File: src/hw/cache_pkg.sv
//****************************************
// shared word, address and field types for the cache,
// the address union and the cache geometry
//****************************************
package cache_pkg;

    // cache geometry, 32 blocks of 8 words each
    localparam int WORDS_PER_BLOCK = 8;
    localparam int NUM_BLOCKS      = 32;

    typedef logic [15:0] word_t;  // one data word, memory is word addressed
    typedef logic [15:0] addr_t;  // one word address

    // field widths follow from the geometry above
    typedef logic [7:0] tag_t;    // upper address bits kept per block
    typedef logic [4:0] index_t;  // selects one of the NUM_BLOCKS blocks
    typedef logic [2:0] offset_t; // selects one word inside a block

    // tag sits on the top bits so that raw and fields line up
    typedef struct packed {
        tag_t    tag;
        index_t  index;
        offset_t offset;
    } cache_fields_t;

    // the same 16 bits seen either as a plain word address or split for lookup
    typedef union packed {
        addr_t         raw;
        cache_fields_t fields;
    } cache_addr_t;

endpackage

File: src/hw/cache_tag_array.sv
//****************************************
// tag and valid store with the hit compare
//****************************************
`timescale 1ns/1ns

module cache_tag_array (
    input  logic              clk,
    input  logic              reset,
    input  cache_pkg::index_t index,     // block being looked up or filled
    input  cache_pkg::tag_t   tag,       // tag to compare against or to store
    input  logic              write_tag, // end of a fill, store tag and set valid
    output logic              hit
);

    cache_pkg::tag_t                      tags [cache_pkg::NUM_BLOCKS];
    logic [cache_pkg::NUM_BLOCKS-1:0]     valid;

    // every block starts empty, so the first read of any address misses
    always_ff @(posedge clk) begin
        if (reset)
            valid <= '0;
        else if (write_tag)
            valid[index] <= 1'b1;
    end

    // stored tags are only looked at through the valid bit
    always_ff @(posedge clk) begin
        if (write_tag)
            tags[index] <= tag;
    end

    // direct mapped, so only the one addressed entry can match
    assign hit = valid[index] && (tags[index] == tag);

endmodule

File: config.mk
export PLATFORM = sky130hd
export DESIGN_NAME = cache_tag_array
export DESIGN_NICKNAME = d
export VERILOG_FILES = /design/src/hw/cache_pkg.sv /design/src/hw/cache_tag_array.sv
export SDC_FILE = /design/constraint.sdc
export NUM_CORES = 1
export LEC_CHECK = 0
export BUFFER_PORTS_ARGS = -buffer_cell sky130_fd_sc_hd__buf_4
export CORE_UTILIZATION = 40
export DETAILED_ROUTE_END_ITERATION = 16
export GPL_TIMING_DRIVEN = 0
export HOLD_SLACK_MARGIN = 0.06
export SLEW_MARGIN = 20
export SYNTH_ARGS = -nofsm -noshare
export SYNTH_HDL_FRONTEND = slang
export SYNTH_SLANG_ARGS = --single-unit
File: constraint.sdc
create_clock -name clk -period 6.9 [get_ports clk]
set_input_delay 1.035 -clock clk [delete_from_list [all_inputs] [get_ports clk]]
set_output_delay 1.035 -clock clk [all_outputs]
set_load 0.1 [all_outputs]
Word-level counts from Yosys, hierarchy flattened
Memory sizes are Yosys's and may differ from the RTL's.
Cells that the tools add are included.
W data, S select, Z words.
{"block": "classes", "mux": 6, "order_cmp": 2, "n_bitwise": 1, "reduce_logical": 2, "eq_ne": 1}
{"cell": "$or A32 B32 Y32", "n": 1}
{"cell": "$eq A8 B8 Y1", "n": 1}
{"cell": "$lt A5 B6 Y1 const B", "n": 1}
{"cell": "$bmux W1 S5", "n": 1}
{"cell": "$demux W1 S5", "n": 1}
{"cell": "$ge A5 B1 Y1 const B", "n": 1}
{"cell": "$mux W1", "n": 4}
{"cell": "$logic_and A1 B1 Y1", "n": 2}
{"block": "totals", "ramBits": 256, "mem_count": 1, "ff_bits": 32, "output_inout_bits": 1, "in_bits": 16}
{"name": "tags", "depth": 32, "width": 8, "rd": 1, "rd_clocked_by_memory_dff": 0, "write_ports": 1, "line": "cache_tag_array.sv:15", "source": "cache_pkg::tag_t tags [cache_pkg::NUM_BLOCKS];"}

Depth between registers and ports, before layout
{"block": "depth", "ltp_word": 5, "depth_mapped": 11, "ltp_nobuf": 7}

Least setup slack after synthesis
Ideal clock, no wire load.
{"block": "synth_timing", "path_type": "input -> output", "start": "input index[1]", "end": "output hit", "n_path_buf": 2, "t_arrival_ns": 4.215, "t_required_ns": 5.865, "slack_ns": 1.650, "stages": 9, "cell_sequence": "buf_2 -> buf_6 -> or4b_2 -> o22ai_1 -> nor2_1 -> nand3_1 -> xnor2_1 -> nand3_1 -> nor4_2"}
{"block": "synth_between", "elab_chain_cells": 3, "word_cells_on_any_way": 5}
{"item": "start: declaration", "line": "cache_tag_array.sv:9", "source": "input cache_pkg::index_t index,"}
{"item": "$mem_v2 Z32 W8 / $bmux W1 S5 (equally long branches)"}
{"item": "$eq A8 B8 Y1 / $mux W1 (equally long branches)", "line": "cache_tag_array.sv:33", "source": "assign hit = valid[index] && (tags[index] == tag);"}
{"item": "$logic_and A1 B1 Y1 (*)", "line": "cache_tag_array.sv:33"}
{"item": "end: declaration", "line": "cache_tag_array.sv:12", "source": "output logic hit"}
Every way passes the cells marked *; elsewhere a longest branch is shown, timed or not. The select of a mux whose other input is x is not followed.

Final worst setup path
Same ends and word-level chain as after synthesis.

==> run metrics <==
minimum clock period after layout 4.90 ns; routability cong. 0.948; worst hold stages 2; post-synthesis mux area share 0.133; # setup viols final 0; largest net degree at the start of global routing 35; Worst Hold End valid[23]; number of synthesized register bits 288; Syn Area/Cell 16.4 um^2; core footprint 28,000 um^2; max_slew headroom 0.198; main combinational cell family by area after synthesis multiplexers; FF-to-FF path depth 2; Synth Flop Type edfxtp_1; Final Hold Vio Count 0; row count 61; NetSw 0.000771 W; critical register-to-register path startpoint valid[0]; CTS tree done; Antenna diodes 0; EDFF count, synth 256; most common cell after layout, fill and taps aside edfxtp_1; leakage 4.33 nW; crit path max fanout 10; DR DRC count 0; Crit Path Class input port to primary output; Seq pwr share 0.536; gate count of the mapped netlist 698; CTS sink cnt 288; drt wl/cell 25.6 um; all-layer global routing usage 0.204; most frequent cells in the layout edfxtp_1 (256), nor2_1 (98), mux2i_1 (97), o22ai_1 (40), dfxtp_1 (32); CTS Hold Buffers Added 0; crit path DAT 3.87 ns; Final Skew 0 ns; initial antenna violation count 0; achievable clock frequency 0.204 GHz; crit path capture type primary output; Clk network pwr share 0.408; Starting Density 0.409; top post-synthesis cells by area edfxtp_1 (67%), mux2i_1 (8.5%), dfxtp_1 (5.6%); Syn-to-layout area delta 13.0%; Peak VDD IR 228 uV; clock-pin slew of the registers on the worst-case setup and hold paths 0.05 ns; critical-path cell list buf_2 -> buf_6 -> buf_2 -> mux4_1 -> a22oi_1 -> nand4_1 -> xnor2_1 -> nand3_1 -> nor4_2 -> buf_4; port bufs 13; num ports 17; via count 6,466; simple-gate share of the synthesized area 0.0752; most numerous cell on the critical path buf_2; antenna-violating nets left 0; chip height 171 um; PnR worst setup slack 2.00 ns; dpl cells 1,089; CTS Buf Count 29; layout cells sized above 1 0.161; crit path from index[1]; area share of the largest cell type after synthesis 0.670; R2R setup slack 6.27 ns; first-pass GRT wire length 42,500 um; Comb pwr share 0.056; clock tree buffer depth 3; sw frac 0.215; syn nets 714; Vias/cell 5.67; Pint 0.00282 W; post_cts resized 0; critical path's slowest cell mux4_1; Worst-Skew Late Latency 0.54 ns; synthesized area 11,500 um^2; Detailed Route Iter0 Violations 644; reg2reg end valid[0]; Die W 171 um; postcts setup bufs 0; Pre-antenna DRT Iters 5; status finished, final reports clean; worst hold path type flop to flop; Layout Nets 758; final std cells w/o fill 1,141; most area-hungry cell type in the Yosys netlist edfxtp_1; CP Data Required Time 5.86 ns; WL final 29,200 um; die area 29,400 um^2; RSZ-0062 raised after global routing false; Pins Over Slew Limit 0; total of max-cap violations 0; Synth Area in Adders 0; Least-Margin Pin Slew 1.20 ns; Pwr Density 277 nW/um^2; fin crit share 0.711; setup TNS 0 ns; Detailed Place HPWL 19,500 um; Post-synth ARST share 0; number of global-route vias before repair 6,637; Hold Startpoint valid[23]; Synth Area in Compound Gates 0.0382; gr ovfl total 0; worst slack, placed 2.02 ns; total chip power 0.00359 W; Synth Area in XOR/XNOR 0.00535; CTS Root Cell clkbuf_16; H-tree depth 1; crit-path max cell delay 0.41 ns; Synth Warn # 0; sequential area share after synthesis 0.726; startpoint types input port; Netlist cell types 46
==> metal layers <==
layer  up-vias  track usage  routed length, um
li1       2833            -                  -
met1      3324        0.270              12100
met2       257        0.354              14400
met3        52       0.0283               2010
met4         0       0.0509                621
met5         -            0                  0
==> layout make-up <==
| class | count | area [um^2] |
|---|---|---|
| tap | 378 | 473 |
| clock inverter | 16 | 80.1 |
| sequential | 288 | 8330 |
| timing repair buffer | 13 | 97.6 |
| clock buffer | 36 | 813 |
| buffer | 36 | 238 |
| fill | 2422 | 15000 |
| multi-input combinational | 371 | 2920 |
| inverter | 3 | 11.3 |
==> cells in the mapped netlist (2+ instances only) <==
cell	instances
nor3_1	13
a21oi_1	2
buf_6	8
nand3b_1	5
xnor2_1	7
edfxtp_1	256
nand2b_1	2
o21ai_1	2
o22ai_1	40
or3_1	2
nor2_1	111
mux4_2	19
buf_2	13
or4bb_1	2
nand4_1	4
a22oi_1	8
o21ai_0	6
mux2i_1	97
or4b_2	2
nand3_1	10
buf_4	4
clkbuf_1	10
dfxtp_1	32
or3b_2	3
nand4b_1	4
nand2_1	4
nand4bb_1	3
or4b_1	2
nor4_1	6
mux4_1	5
==> how the worst max path moves through the flow <==
stage	endpoint	cells after the start	slack, ns
after floorplan	hit	9	1.65
after global placement	hit	11	2.13
after detailed placement	hit	10	2.02
after CTS	hit	10	2.02
after global routing	hit	10	1.86
final	hit	10	2.00
==> kinds of logic after synthesis <==
group                  count (synthesis)
AO/OA/AOI/OAI                         66
flip-flops                           288
buffers and inverters                 39
multiplexers                         121
AND/OR/NAND/NOR                      177
XOR/XNOR                               7
==> power groups by stage <==
| stage | registers, W | clock network [W] | logic, W |
|---|---|---|---|
| after floorplan | 0.00196 | 0 | 0.000118 |
| after global placement | 0.00196 | 0 | 0.000195 |
| after detailed placement | 0.00196 | 0 | 0.000199 |
| after CTS | 0.00192 | 0.00148 | 0.000200 |
| after global routing | 0.00192 | 0.00155 | 0.000212 |
| final | 0.00192 | 0.00146 | 0.000201 |
==> flip-flops by register name, summed over array words and instances (netlist names) <==
register	flops
valid	32
tags	256
==> worst max-delay path: cells and delay by family <==
kind                   cells  cell delay (ns)
AO/OA/AOI/OAI              1             0.22
XOR/XNOR                   1             0.41
buffers and inverters      4             1.11
AND/OR/NAND/NOR            3             0.66
multiplexers               1             0.41
==> per-stage QoR <==
step	utilization	instance area [um^2]	hold slack [ns]
after floorplan	-	11500	0.435
after global routing	0.463	13000	0.499
after global placement	0.430	12000	0.445
after detailed placement	0.430	12000	0.459
final	0.463	13000	0.470
after CTS	0.462	12900	0.471
Note: power is estimated with default switching activity, not from simulation.
