[config.mk]
export PLATFORM = sky130hd
export DESIGN_NAME = cache_fill_fsm
export DESIGN_NICKNAME = d
export VERILOG_FILES = /design/src/hw/cache_pkg.sv /design/src/hw/cache_fill_fsm.sv
export SDC_FILE = /design/constraint.sdc
export NUM_CORES = 1
export LEC_CHECK = 0
export BUFFER_PORTS_ARGS = -buffer_cell sky130_fd_sc_hd__buf_4
export CORE_AREA = 2 2 39 41
export CTS_BUF_LIST = sky130_fd_sc_hd__clkbuf_4
export CTS_CLUSTER_DIAMETER = 30
export DETAILED_ROUTE_END_ITERATION = 7
export DIE_AREA = 0 0 41 43
export PLACE_DENSITY = 0.83
export SLEW_MARGIN = 30
export SYNTH_ARGS = -nofsm -noshare
export SYNTH_HDL_FRONTEND = slang
export SYNTH_SLANG_ARGS = --single-unit
[constraint.sdc]
create_clock -name clk -period 4.3 [get_ports clk]
set_clock_uncertainty 0.2 [all_clocks]
set_input_delay 0.215 -clock clk [delete_from_list [all_inputs] [get_ports clk]]
set_output_delay 0.215 -clock clk [all_outputs]
set_load 0.01 [all_outputs]
[src/hw/cache_pkg.sv]
//****************************************
// shared word, address and field types for the cache,
// the address union and the cache geometry
//****************************************
package cache_pkg;

    // cache geometry, 32 blocks of 8 words each
    localparam int WORDS_PER_BLOCK = 8;
    localparam int NUM_BLOCKS      = 32;

    typedef logic [15:0] word_t;  // one data word, memory is word addressed
    typedef logic [15:0] addr_t;  // one word address

    // field widths follow from the geometry above
    typedef logic [7:0] tag_t;    // upper address bits kept per block
    typedef logic [4:0] index_t;  // selects one of the NUM_BLOCKS blocks
    typedef logic [2:0] offset_t; // selects one word inside a block

    // tag sits on the top bits so that raw and fields line up
    typedef struct packed {
        tag_t    tag;
        index_t  index;
        offset_t offset;
    } cache_fields_t;

    // the same 16 bits seen either as a plain word address or split for lookup
    typedef union packed {
        addr_t         raw;
        cache_fields_t fields;
    } cache_addr_t;

endpackage

[src/hw/cache_fill_fsm.sv]
//****************************************
// miss fill state machine with request and receive counters
//****************************************
`timescale 1ns/1ns

module cache_fill_fsm (
    input  logic                    clk,
    input  logic                    reset,
    input  cache_pkg::cache_addr_t  miss_address,      // held by the processor during the fill
    input  logic                    service,           // a read missed and needs a block
    input  logic                    memory_data_valid, // a requested word is on the memory bus
    output logic                    busy,              // high while a block is being filled
    output logic                    memory_read,       // one read strobe per requested word
    output cache_pkg::addr_t        memory_address,
    output cache_pkg::offset_t      offset,            // word of the block to write now
    output logic                    write_data_array,
    output logic                    write_tag_array
);

    // offset of the eighth word, the point where both counters wrap
    localparam cache_pkg::offset_t LAST_WORD = cache_pkg::offset_t'(cache_pkg::WORDS_PER_BLOCK - 1);

    logic                   requesting;     // still issuing reads to memory
    cache_pkg::offset_t     request_count;  // next word to request
    cache_pkg::offset_t     receive_count;  // next word expected back
    cache_pkg::cache_addr_t request_addr;
    logic                   fill_done;

    // requests are pipelined, so the request side runs ahead of the receive side
    // and several words can be in flight at once
    always_comb begin
        request_addr              = miss_address;
        request_addr.fields.offset = request_count; // block base plus request count
    end

    assign memory_address = request_addr.raw;
    assign memory_read    = requesting;

    // every request has gone out and the receive count has wrapped back to zero,
    // the valid check keeps the first arrival at the longest latency from looking done
    assign fill_done = busy & ~requesting & ~memory_data_valid
                     & (request_count == '0) & (receive_count == '0);

    assign write_data_array = busy & memory_data_valid; // store each word as it arrives
    assign write_tag_array  = fill_done;                // one pulse after the last word
    assign offset           = receive_count;

    always_ff @(posedge clk) begin
        if (reset) begin
            busy          <= 1'b0;
            requesting    <= 1'b0;
            request_count <= '0;
            receive_count <= '0;
        end else begin
            if (!busy && service) begin
                // accept the miss, the first request goes out in the first busy cycle
                busy          <= 1'b1;
                requesting    <= 1'b1;
                request_count <= '0;
                receive_count <= '0;
            end else if (fill_done) begin
                busy <= 1'b0; // the held read hits in the next cycle
            end

            if (requesting) begin
                request_count <= request_count + 3'd1;
                if (request_count == LAST_WORD)
                    requesting <= 1'b0; // eight requests issued
            end

            // arrivals are counted on their own, independent of the request side
            if (write_data_array)
                receive_count <= receive_count + 3'd1;
        end
    end

endmodule

**Word-level counts from Yosys, hierarchy flattened**

Index checks and enable logic that the tools add are counted.

- Output and inout port bits: 23
- Register bits after elaboration: 8
- Word-level logic and storage cells: 29
- Input bits: 20

- Reduce and logical (&&, ||, !) cells: 7
- Bitwise gates (word level): 7
- $add $sub $neg: 2
- Multiplexer cells: 8
- Eq/ne operators: 1

Operators with widths:

| operator | count |
|---|---|
| $mux W3 | 3 |
| $add A3 B1 Y3 const B | 2 |
| $logic_not A3 Y1 | 2 |
| $reduce_bool A2 Y1 | 3 |
| $and A1 B1 Y1 | 5 |
| $mux W1 | 5 |
| $eq A3 B3 Y1 const B | 1 |
| $not A1 Y1 | 2 |
| $logic_and A1 B1 Y1 | 1 |
| $logic_not A1 Y1 | 1 |

**Logic depth before layout (Yosys ltp)**

Gate-level depths: netlist of the first run.

- Word-level depth: 7
- Gate-level depth with buffers: 5
- Depth with buffers taken out: 5

**Least setup slack after synthesis of the first run**

OpenSTA, ideal clock, no wires.

- Kind: reg2reg
- Start: register receive_count[0] (netlist: offset[0])
- End: register receive_count[1] (netlist: offset[1])
- Cell stages (with the launch flop): 6
- Period minus slack after synthesis: 1489 ps
- Data required time: 3973 ps
- Library setup time: 127 ps
- Slack: 2811 ps
- Arrival: 1162 ps
- Path buffers: 0
- Cell sequence: dfxtp_1 > inv_1 > ha_1 > mux2_2 > a21oi_1 > nor2_1

- Longest elaborated chain between the ends: 2

RTL lines:

| element | line | RTL |
|---|---|---|
| from (decl) | cache_fill_fsm.sv:25 | `cache_pkg::offset_t receive_count;` |
| from (signal assigned) | cache_fill_fsm.sv:73 | `receive_count <= receive_count + 3'd1;` |
| $add A3 B1 Y3 | cache_fill_fsm.sv:73 |  |
| $mux W3 | cache_fill_fsm.sv:72 | `if (write_data_array)` |

Every way passes these cells.
A chain may end at the register's enable or synchronous reset.

**Worst setup path in the final report of the first run**

- Start: register receive_count[0] (netlist: offset[0])
- End: output write_tag_array

- Longest elaborated chain between the ends: 2

RTL lines:

| element | line | RTL |
|---|---|---|
| $logic_not A3 Y1 | cache_fill_fsm.sv:42 | `& (request_count == '0) & (receive_count == '0);` |
| $and A1 B1 Y1 | cache_fill_fsm.sv:42 |  |
| to (decl) | cache_fill_fsm.sv:17 | `output logic write_tag_array` |

Every way passes these cells.

==> results of run 1 <==
## area by class of cell
type | count | area share [%]
Clock buffer | 3 | 3.88
Inverter | 4 | 2.59
Multi-Input combinational cell | 35 | 44.0
Sequential cell | 8 | 27.6
Tap cell | 16 | 3.45
Timing Repair Buffer | 14 | 18.5
## metrics by stage
stage               cells  hold WS [ns]  utilization, %
CTS                    80        0.0496            42.0
global route           80        0.0520            42.0
finish                 80        0.0590            42.0
global placement       76         0.230            39.6
floorplan              62         0.170               -
detailed placement     76         0.230            39.6
## worst max-delay path, cell delays in order, from the launching register on
cell	delay, ns
dfxtp_1	0.34
inv_1	0.08
ha_1	0.14
nor4b_1	0.23
and3_4	0.23
buf_4	0.12
## power groups by stage
| stage | clock network, uW | registers, uW | logic [uW] |
|---|---|---|---|
| 6_report | 60.0 | 83.3 | 29.8 |
| 5_1_grt | 68.4 | 84.1 | 32.9 |
| 4_1_cts | 64.3 | 83.4 | 30.2 |
| 3_5_place_dp | 0 | 85.1 | 29.4 |
| 3_3_place_gp | 0 | 84.7 | 28.8 |
| 2_1_floorplan | 0 | 84.5 | 30.6 |
## flip-flops by register name, indices dropped and copies added, names as in the netlist
name and cells:
busy 1, request_count 3, offset 3, memory_read 1
## cells in the mapped netlist (all sizes together), types with 2 or more instances
master  count  area (sq um)
nand3b      3          22.5
dfxtp       8           160
buf        15           113
inv         4          15.0
a21oi       5          25.0
nor3        4          25.0
ha          5          62.6
nor2        4          17.5
mux2        2          22.5
nand2       4          15.0
## kinds of logic (layout without fill, tap and decap cells)
kind of cell | after synthesis | count (layout) | share of synthesized area, %
compound gates | 7 | 7 | 6.68
fa+ha+maj | 5 | 5 | 11.5
buf+inv | 19 | 21 | 23.5
flops | 8 | 8 | 29.5
mux | 2 | 2 | 4.15
simple gates | 21 | 21 | 24.7
## repair_timing
item / in CTS / in global routing
hold endpoints to repair: 8 / 0
hold buffers: 1 / 0
resized for setup: 0 / 0
## worst max-delay path by stage
stage	start	to	slack [ns]
floorplan	offset[0]$_SDFFE_PP0P_	offset[1]$_SDFFE_PP0P_	2.81
global placement	offset[0]$_SDFFE_PP0P_	write_tag_array	2.78
detailed placement	offset[0]$_SDFFE_PP0P_	write_tag_array	2.76
CTS	offset[0]$_SDFFE_PP0P_	write_tag_array	2.45
global route	offset[0]$_SDFFE_PP0P_	write_tag_array	2.33
finish	offset[0]$_SDFFE_PP0P_	write_tag_array	2.48
## layer usage
layer	GRT usage [%]	vias up	wire, um
li1	-	197	-
met1	13.1	183	397
met2	21.3	19	458
met3	7.85	5	127
met4	8.67	0	22
met5	0	-	0
==> flow_summary.json, run 1 <==
{
  "leakagePower_uw": 0.000256,
  "drt_first_pass_iters": 4,
  "seqPwrFrac_pct": 48.1,
  "slew-limit-headroom_pct": 80.1,
  "cts.sinks": 8,
  "multi_input_area_sq_um": 255,
  "layout_common_cells": "buf_4, dfxtp_1, a21oi_1, ha_1",
  "worstPathMaxFanout": 4,
  "r2r_end": "offset[1]$_SDFFE_PP0P_",
  "whs_path_depth": 3,
  "worstSetupStartpointType": "register",
  "fin_ws_ns": 2.48,
  "critPathArrivalTime_ns": 1.41,
  "drive_gt1_share_pct": 34.4,
  "die_y_um": 43,
  "comb_power_share_pct": 17.2,
  "critical_path_class": "reg2out",
  "timing.rr.start": "offset[0]$_SDFFE_PP0P_",
  "critPathCaptureType": "primary output",
  "hold-path-endpoint": "busy$_SDFFE_PP0P_",
  "netlist_instances": 62,
  "r2r_cells": 5,
  "antenna_found_initial": 0,
  "core_area_sq_um": 1380,
  "final.period_utilization_pct": 42.4,
  "clock_power_share_pct": 34.6,
  "reg2reg_setup_slack_ns": 2.81,
  "cts_setup_buffers": 0,
  "place_congestion": 0.665,
  "hold_viol": 0,
  "cts_tree": "built",
  "drt_wl_total_mm": 1.01,
  "setup_viol": 0,
  "avgRoutedWirePerCell_um": 12.6,
  "overflow": 0,
  "pre_cts_slack_ns": 2.76,
  "portBuffers": 13,
  "synth-edff-count": 0,
  "fill_cells": 165,
  "syn_nets": 87,
  "p_sw_uw": 46.6,
  "yosys_warnings": 0,
  "diodes": 0,
  "grt_util_all_layers_pct": 13.7,
  "cp.required_ns": 3.88,
  "fp-row-count": 14,
  "power.total_uw": 173,
  "synth-seq-cells": 8,
  "vias": 404,
  "syn_area_sq_um": 543,
  "status": "completed",
  "power.density_nw_per_um2": 298,
  "syn2layout_area_growth_pct": 6.91,
  "maxCapViolations": 0,
  "insertion_delay_ns": 0.26,
  "netSwitchingFraction_pct": 26.9,
  "async_flop_share_pct": 0,
  "final_common_cell": "buf_4",
  "max_clock_freq_mhz": 548,
  "synthFlopType": "dfxtp_1",
  "ys_seq_area_share_pct": 29.5,
  "dieWidth_um": 41,
  "die_area_sq_um": 1760,
  "drc": 0,
  "regArea_sq_um": 160,
  "grt_pass1_wl_mm": 1.55,
  "setup_tns_ns": 0,
  "drt_iter0_drc": 6,
  "grt_max_degree": 11,
  "antenna_left": 0,
  "p_int_uw": 127,
  "hold_path_class": "in2reg",
  "pin_count": 43,
  "root_buffer": "clkbuf_4",
  "ys_types": 22,
  "min_from": "service",
  "cts.clk_slew.worst_paths_ns": 0.06,
  "grt_pass1_vias": 388,
  "post-dp-hpwl_um": 767,
  "grt_setup_unrepaired": "false",
  "synth_area_per_cell_sq_um": 8.76,
  "slew_violations": 0,
  "cts_max_level": 1,
  "worst_pin_slew_ns": 0.298,
  "placement.cell_area_sq_um": 548,
  "nets": 91,
  "cts_max_path_buffers": 2,
  "fin_crit_ns": 1.82,
  "vdd_drop_max_mv": 0.150,
  "finish.instance_area_sq_um": 581,
  "numCtsBuffers": 3,
  "vias_per_cell": 5.05,
  "start_util_pct": 39.2
}
(Power assumes the default switching activity.)
==> run 2: changes to the inputs <==
CORE_AREA = 2 2 42 44   (was 2 2 39 41)
DIE_AREA = 0 0 44 46   (was 0 0 41 43)
PLACE_DENSITY = 0.75   (was 0.83)
clock period = 1.6 ns   (was 4.3 ns; I/O delays follow)
==> flow_summary.json, run 2 (same netlist as run 1, synthesis figures left out) <==
{
  "syn2layout_area_growth_pct": 47.0,
  "r2r_end": "busy$_SDFFE_PP0P_",
  "worstPathCellList": "inv_4 > ha_4 > nor4b_4 > and3_4 > buf_6",
  "root_buffer": "clkbuf_4",
  "post-dp-hpwl_um": 691,
  "seqPwrFrac_pct": 42.9,
  "cts_max_path_buffers": 2,
  "placement.cell_area_sq_um": 557,
  "drt_first_pass_iters": 4,
  "portBuffers": 13,
  "fill_cells": 152,
  "p_int_uw": 376,
  "whs_path_depth": 3,
  "p_sw_uw": 144,
  "grt_setup_unrepaired": "true",
  "grt_pass1_vias": 403,
  "drc": 0,
  "antenna_left": 0,
  "place_congestion": 0.688,
  "drt_wl_total_mm": 1.18,
  "setup_tns_ns": 0,
  "fin_crit_ns": 1.58,
  "path_buf_inv": 2,
  "core_area_sq_um": 1610,
  "final.period_utilization_pct": 98.6,
  "critPathArrivalTime_ns": 1.30,
  "finish.instance_area_sq_um": 798,
  "stdcell_count": 100,
  "drive_gt1_share_pct": 39.8,
  "slowest_stage": "dfxtp_4",
  "cts_max_level": 1,
  "hold-path-endpoint": "offset[2]$_SDFFE_PP0P_",
  "leakagePower_uw": 0.000358,
  "nets": 110,
  "clock_power_share_pct": 30.3,
  "antenna_found_initial": 0,
  "avgRoutedWirePerCell_um": 11.8,
  "vdd_drop_max_mv": 0.376,
  "cp.required_ns": 1.32,
  "grt_util_all_layers_pct": 11.9,
  "cts_tree": "built",
  "die_y_um": 46,
  "vias_per_cell": 4.82,
  "crit_cells": 5,
  "slew_violations": 0,
  "start_util_pct": 33.6,
  "status": "completed",
  "worstSetupStartpointType": "register",
  "slew-limit-headroom_pct": 75.4,
  "dieWidth_um": 44,
  "critPathCaptureType": "primary output",
  "min_from": "memory_data_valid",
  "vias": 482,
  "drt_iter0_drc": 4,
  "maxCapViolations": 0,
  "fin_ws_ns": 0.0223,
  "pre_cts_slack_ns": 0.135,
  "power.density_nw_per_um2": 651,
  "final_common_cell": "buf_4",
  "pin_count": 43,
  "grt_max_degree": 10,
  "overflow": 0,
  "die_area_sq_um": 2020,
  "setup_viol": 0,
  "critical_path_class": "reg2out",
  "hold_path_class": "in2reg",
  "timing.rr.start": "offset[1]$_SDFFE_PP0P_",
  "diodes": 0,
  "worst_pin_slew_ns": 0.368,
  "comb_power_share_pct": 26.8,
  "cp_top_family": "simple AND/OR/NAND/NOR gates",
  "place_inst": 78,
  "worstPathMaxFanout": 3,
  "grt_pass1_wl_mm": 1.75,
  "hold_viol": 0,
  "fp-row-count": 15,
  "reg2reg_setup_slack_ns": 0.21,
  "cts.clk_slew.worst_paths_ns": 0.06,
  "cts.sinks": 8,
  "layout_common_cells": "buf_4, dlygate4sd3_1, dfxtp_1",
  "r2r_cells": 6,
  "numCtsBuffers": 3,
  "worst_path_largest_cell_delay_ns": 0.35,
  "max_clock_freq_mhz": 634,
  "final_core_utilization_pct": 49.5,
  "insertion_delay_ns": 0.25,
  "netSwitchingFraction_pct": 27.7
}
run 2: how the worst max path moves through the flow:
| stage | start | slack, ns | end |
|---|---|---|---|
| after floorplan | offset[0]$_SDFFE_PP0P_ | 0.11 | offset[1]$_SDFFE_PP0P_ |
| after global placement | offset[0]$_SDFFE_PP0P_ | 0.15 | offset[1]$_SDFFE_PP0P_ |
| after detailed placement | offset[0]$_SDFFE_PP0P_ | 0.13 | offset[1]$_SDFFE_PP0P_ |
| after CTS | offset[1]$_SDFFE_PP0P_ | 0.02 | write_tag_array |
| after global routing | offset[1]$_SDFFE_PP0P_ | -0.03 | write_tag_array |
| final | offset[1]$_SDFFE_PP0P_ | 0.02 | write_tag_array |
run 2: repair_timing:
item                                    in CTS  in global routing
pin swaps                                    0                  2
buffers inserted                             1                  3
hold endpoints to repair                    21                  0
endpoints found under the setup margin       1                  1
resized for setup                            3                  8
cloned                                       0                  0
hold buffers                                15                  0
run 2: final cells by class:
| class | instances | area [sq um] | area share (%) |
|---|---|---|---|
| repair buffers | 33 | 289 | 36.2 |
| flip-flops and latches | 8 | 165 | 20.7 |
| inverters | 4 | 17.5 | 2.19 |
| well taps | 17 | 21.3 | 2.66 |
| clock buffers | 3 | 22.5 | 2.82 |
| multi-input cells | 35 | 283 | 35.4 |
run 2: power groups by stage:
stage	Combinational, uW	Clock, uW	Sequential (uW)
after detailed placement	83.5	0	227
after global routing	152	180	224
after global placement	82.4	0	226
final	139	158	223
after CTS	128	165	222
after floorplan	82.3	0	227
run 2: metrics by stage:
stage | power, uW | hold WS, ns
3_3_place_gp | 308 | -0.0399
6_report | 520 | 0.0111
3_5_place_dp | 310 | -0.0399
5_1_grt | 557 | 0.00637
4_1_cts | 516 | 0.00333
2_1_floorplan | 309 | 0.0352
run 2: worst reg2reg max path, stage by stage (launching register included):
cell	delay [ns]
dfxtp_4	0.35
inv_4	0.06
ha_4	0.12
nor4b_4	0.19
and3_4	0.23
buf_4	0.10
nor3_2	0.03
run 2: per-layer routing:
layer  track usage, %  vias to the layer above  routed length [um]  part of all wire, %
met4             5.45                        0                  16                  1.4
met2             20.6                       33                 596                   51
li1                 -                      235                   -                    -
met5                0                        -                   0                    0
met3             3.57                        2                 124                   11
met1             13.3                      212                 442                   37
==> run 3: changes to the inputs <==
--- a/config.mk
+++ b/config.mk
@@ -6,4 +6,5 @@
 export NUM_CORES = 1
 export LEC_CHECK = 0
+export ABC_AREA = 1
 export BUFFER_PORTS_ARGS = -buffer_cell sky130_fd_sc_hd__buf_4
 export CORE_AREA = 2 2 42 44
@@ -12,5 +13,5 @@
 export DETAILED_ROUTE_END_ITERATION = 7
 export DIE_AREA = 0 0 44 46
-export PLACE_DENSITY = 0.75
+export PLACE_DENSITY = 0.74
 export SLEW_MARGIN = 30
 export SYNTH_ARGS = -nofsm -noshare
==> constraint.sdc (replaced) <==
create_clock -name clk -period 1.6 [get_ports clk]
set_clock_uncertainty 0.2 [all_clocks]
set_input_delay 0 -clock clk [delete_from_list [all_inputs] [get_ports clk]]
set_output_delay 0 -clock clk [all_outputs]
set_load 0.01 [all_outputs]
==> flow_summary.json, run 3 <==
{
  "setup_tns_ns": 0,
  "syn2layout_area_growth_pct": 39.0,
  "netSwitchingFraction_pct": 27.6,
  "synthTopCellsByCount": "buf_4, inv_1, nand2_1",
  "post-dp-hpwl_um": 719,
  "dieWidth_um": 44,
  "syn_nets": 94,
  "worstSetupStartpointType": "register",
  "synth_area_per_cell_sq_um": 7.58,
  "synth.area.top_cells": "dfxtp_1, buf_4, ha_1",
  "avgRoutedWirePerCell_um": 9.74,
  "grt_max_degree": 7,
  "fp-row-count": 15,
  "grt_pass1_vias": 410,
  "r2r_cells": 4,
  "grt_setup_unrepaired": "false",
  "cts.sinks": 8,
  "ys_types": 15,
  "placement.cell_area_sq_um": 544,
  "drt_iter0_drc": 2,
  "yosys.area.top_type_share_pct": 30.6,
  "cp-startpoint": "request_count[0]$_SDFFE_PP0P_",
  "vias": 471,
  "drt_first_pass_iters": 4,
  "clock_power_share_pct": 30.3,
  "vdd_drop_max_mv": 0.325,
  "nets": 115,
  "synthFlopType": "dfxtp_1",
  "setup_viol": 0,
  "worst_pin_slew_ns": 0.197,
  "cp.required_ns": 1.40,
  "yosysMostFrequentCell": "buf_4",
  "ys_seq_area_share_pct": 30.6,
  "power.density_nw_per_um2": 683,
  "core_area_sq_um": 1610,
  "cts_tree": "built",
  "grt_util_all_layers_pct": 11.0,
  "yosys_warnings": 0,
  "final_common_cell": "dlygate4sd3_1",
  "max_clock_freq_mhz": 697,
  "netlist_instances": 69,
  "synth-edff-count": 0,
  "synth-seq-cells": 8,
  "cts_max_level": 1,
  "async_flop_share_pct": 0,
  "slew_violations": 0,
  "timing.rr.start": "request_count[0]$_SDFFE_PP0P_",
  "numCtsBuffers": 3,
  "synth_top_cell_by_area": "dfxtp_1",
  "slew-limit-headroom_pct": 86.9,
  "p_int_uw": 360,
  "final.period_utilization_pct": 89.6,
  "power.total_uw": 497,
  "die_y_um": 46,
  "diodes": 0,
  "cts_max_path_buffers": 2,
  "drive_gt1_share_pct": 27.3,
  "min_from": "offset[2]$_SDFFE_PP0P_",
  "syn_area_sq_um": 523,
  "pin_count": 43,
  "start_util_pct": 32.4,
  "worstPathMaxFanout": 5,
  "critPathCaptureType": "primary output",
  "fin_crit_ns": 1.43,
  "grt_pass1_wl_mm": 1.60,
  "seqPwrFrac_pct": 44.9,
  "layout_common_cells": "dlygate4sd3_1, buf_4, inv_1",
  "hold_viol": 0,
  "status": "completed",
  "overflow": 0,
  "p_sw_uw": 137,
  "drc": 0,
  "insertion_delay_ns": 0.25,
  "critPathArrivalTime_ns": 1.23,
  "cts.clk_slew.worst_paths_ns": 0.05,
  "comb_power_share_pct": 24.9,
  "portBuffers": 13,
  "final_core_utilization_pct": 45.0,
  "drt_wl_total_mm": 1.02,
  "antenna_found_initial": 0,
  "die_area_sq_um": 2020,
  "leakagePower_uw": 0.000350,
  "maxCapViolations": 0,
  "place_congestion": 0.673,
  "hold_path_class": "reg2reg",
  "critical_path_class": "reg2out",
  "whs_path_depth": 1,
  "antenna_left": 0,
  "cts_resized": 0,
  "vias_per_cell": 4.49,
  "finish.instance_area_sq_um": 727,
  "root_buffer": "clkbuf_4"
}
[run 3: cell types whose count changed after synthesis, sizes merged, moves of 2 or more]
cell / delta
nor3: -4
o21ai: +2
nand3: +3
nand3b: -3
nand2: +8
buf: -2
a21oi: +4
mux2: -2
inv: +8
[run 3: final cells by class]
type / count / area [sq um]
timing repair buffer: 29 / 258
tap: 17 / 21.3
sequential: 8 / 160
clock buffer: 3 / 22.5
inverter: 12 / 45.0
multi-input combinational: 36 / 220
fill: 164 / 887
[run 3: routing by layer]
metal	share of wire (%)	up-vias	GRT usage (%)	routed length (um)
met5	0	-	0	0
met4	0	0	5.45	0
met3	8.9	0	4.76	91
met2	55	23	19.1	558
met1	36	207	11.4	373
li1	-	241	-	-
[run 3: critical path, stage by stage (launching register included)]
cell	delay [ns]
dfxtp_1	0.39
inv_1	0.06
ha_1	0.20
nand2_2	0.06
nor2_1	0.04
nand2_1	0.06
inv_1	0.04
buf_4	0.13
[run 3: repair_timing]
| action | in CTS | in global routing |
|---|---|---|
| endpoints found under the hold margin | 21 | 0 |
| hold buffers | 16 | 0 |
| buffers inserted | 0 | 0 |
[run 3: path summary, 6_finish.rpt]
check                             endpoint  slack, ns
min                 offset[2]$_SDFFE_PP0P_       0.28
max reg2reg  request_count[2]$_SDFFE_PP0P_       0.34
min reg2reg         offset[2]$_SDFFE_PP0P_       0.28
max                        write_tag_array       0.17
[run 3: cell families after synthesis]
| group | synth area share [%] |
|---|---|
| compound gates | 12.9 |
| flops | 30.6 |
| buf+inv | 27.3 |
| fa+ha+maj | 12.0 |
| simple gates | 17.2 |
[run 3: metrics by stage]
stage	instances	hold slack, ns	worst slack [ns]
6_report	105	0.282	0.166
3_3_place_gp	86	-0.200	0.363
4_1_cts	105	0.289	0.158
2_1_floorplan	69	-0.138	0.354
3_5_place_dp	86	-0.200	0.355
5_1_grt	105	0.320	0.0618
[run 3: power by group through the flow]
stage	logic, uW	registers [uW]	clock network, uW
6_report	124	223	150
5_1_grt	135	224	177
4_1_cts	125	223	157
3_5_place_dp	82.7	227	0
3_3_place_gp	80.6	227	0
2_1_floorplan	75.5	230	0
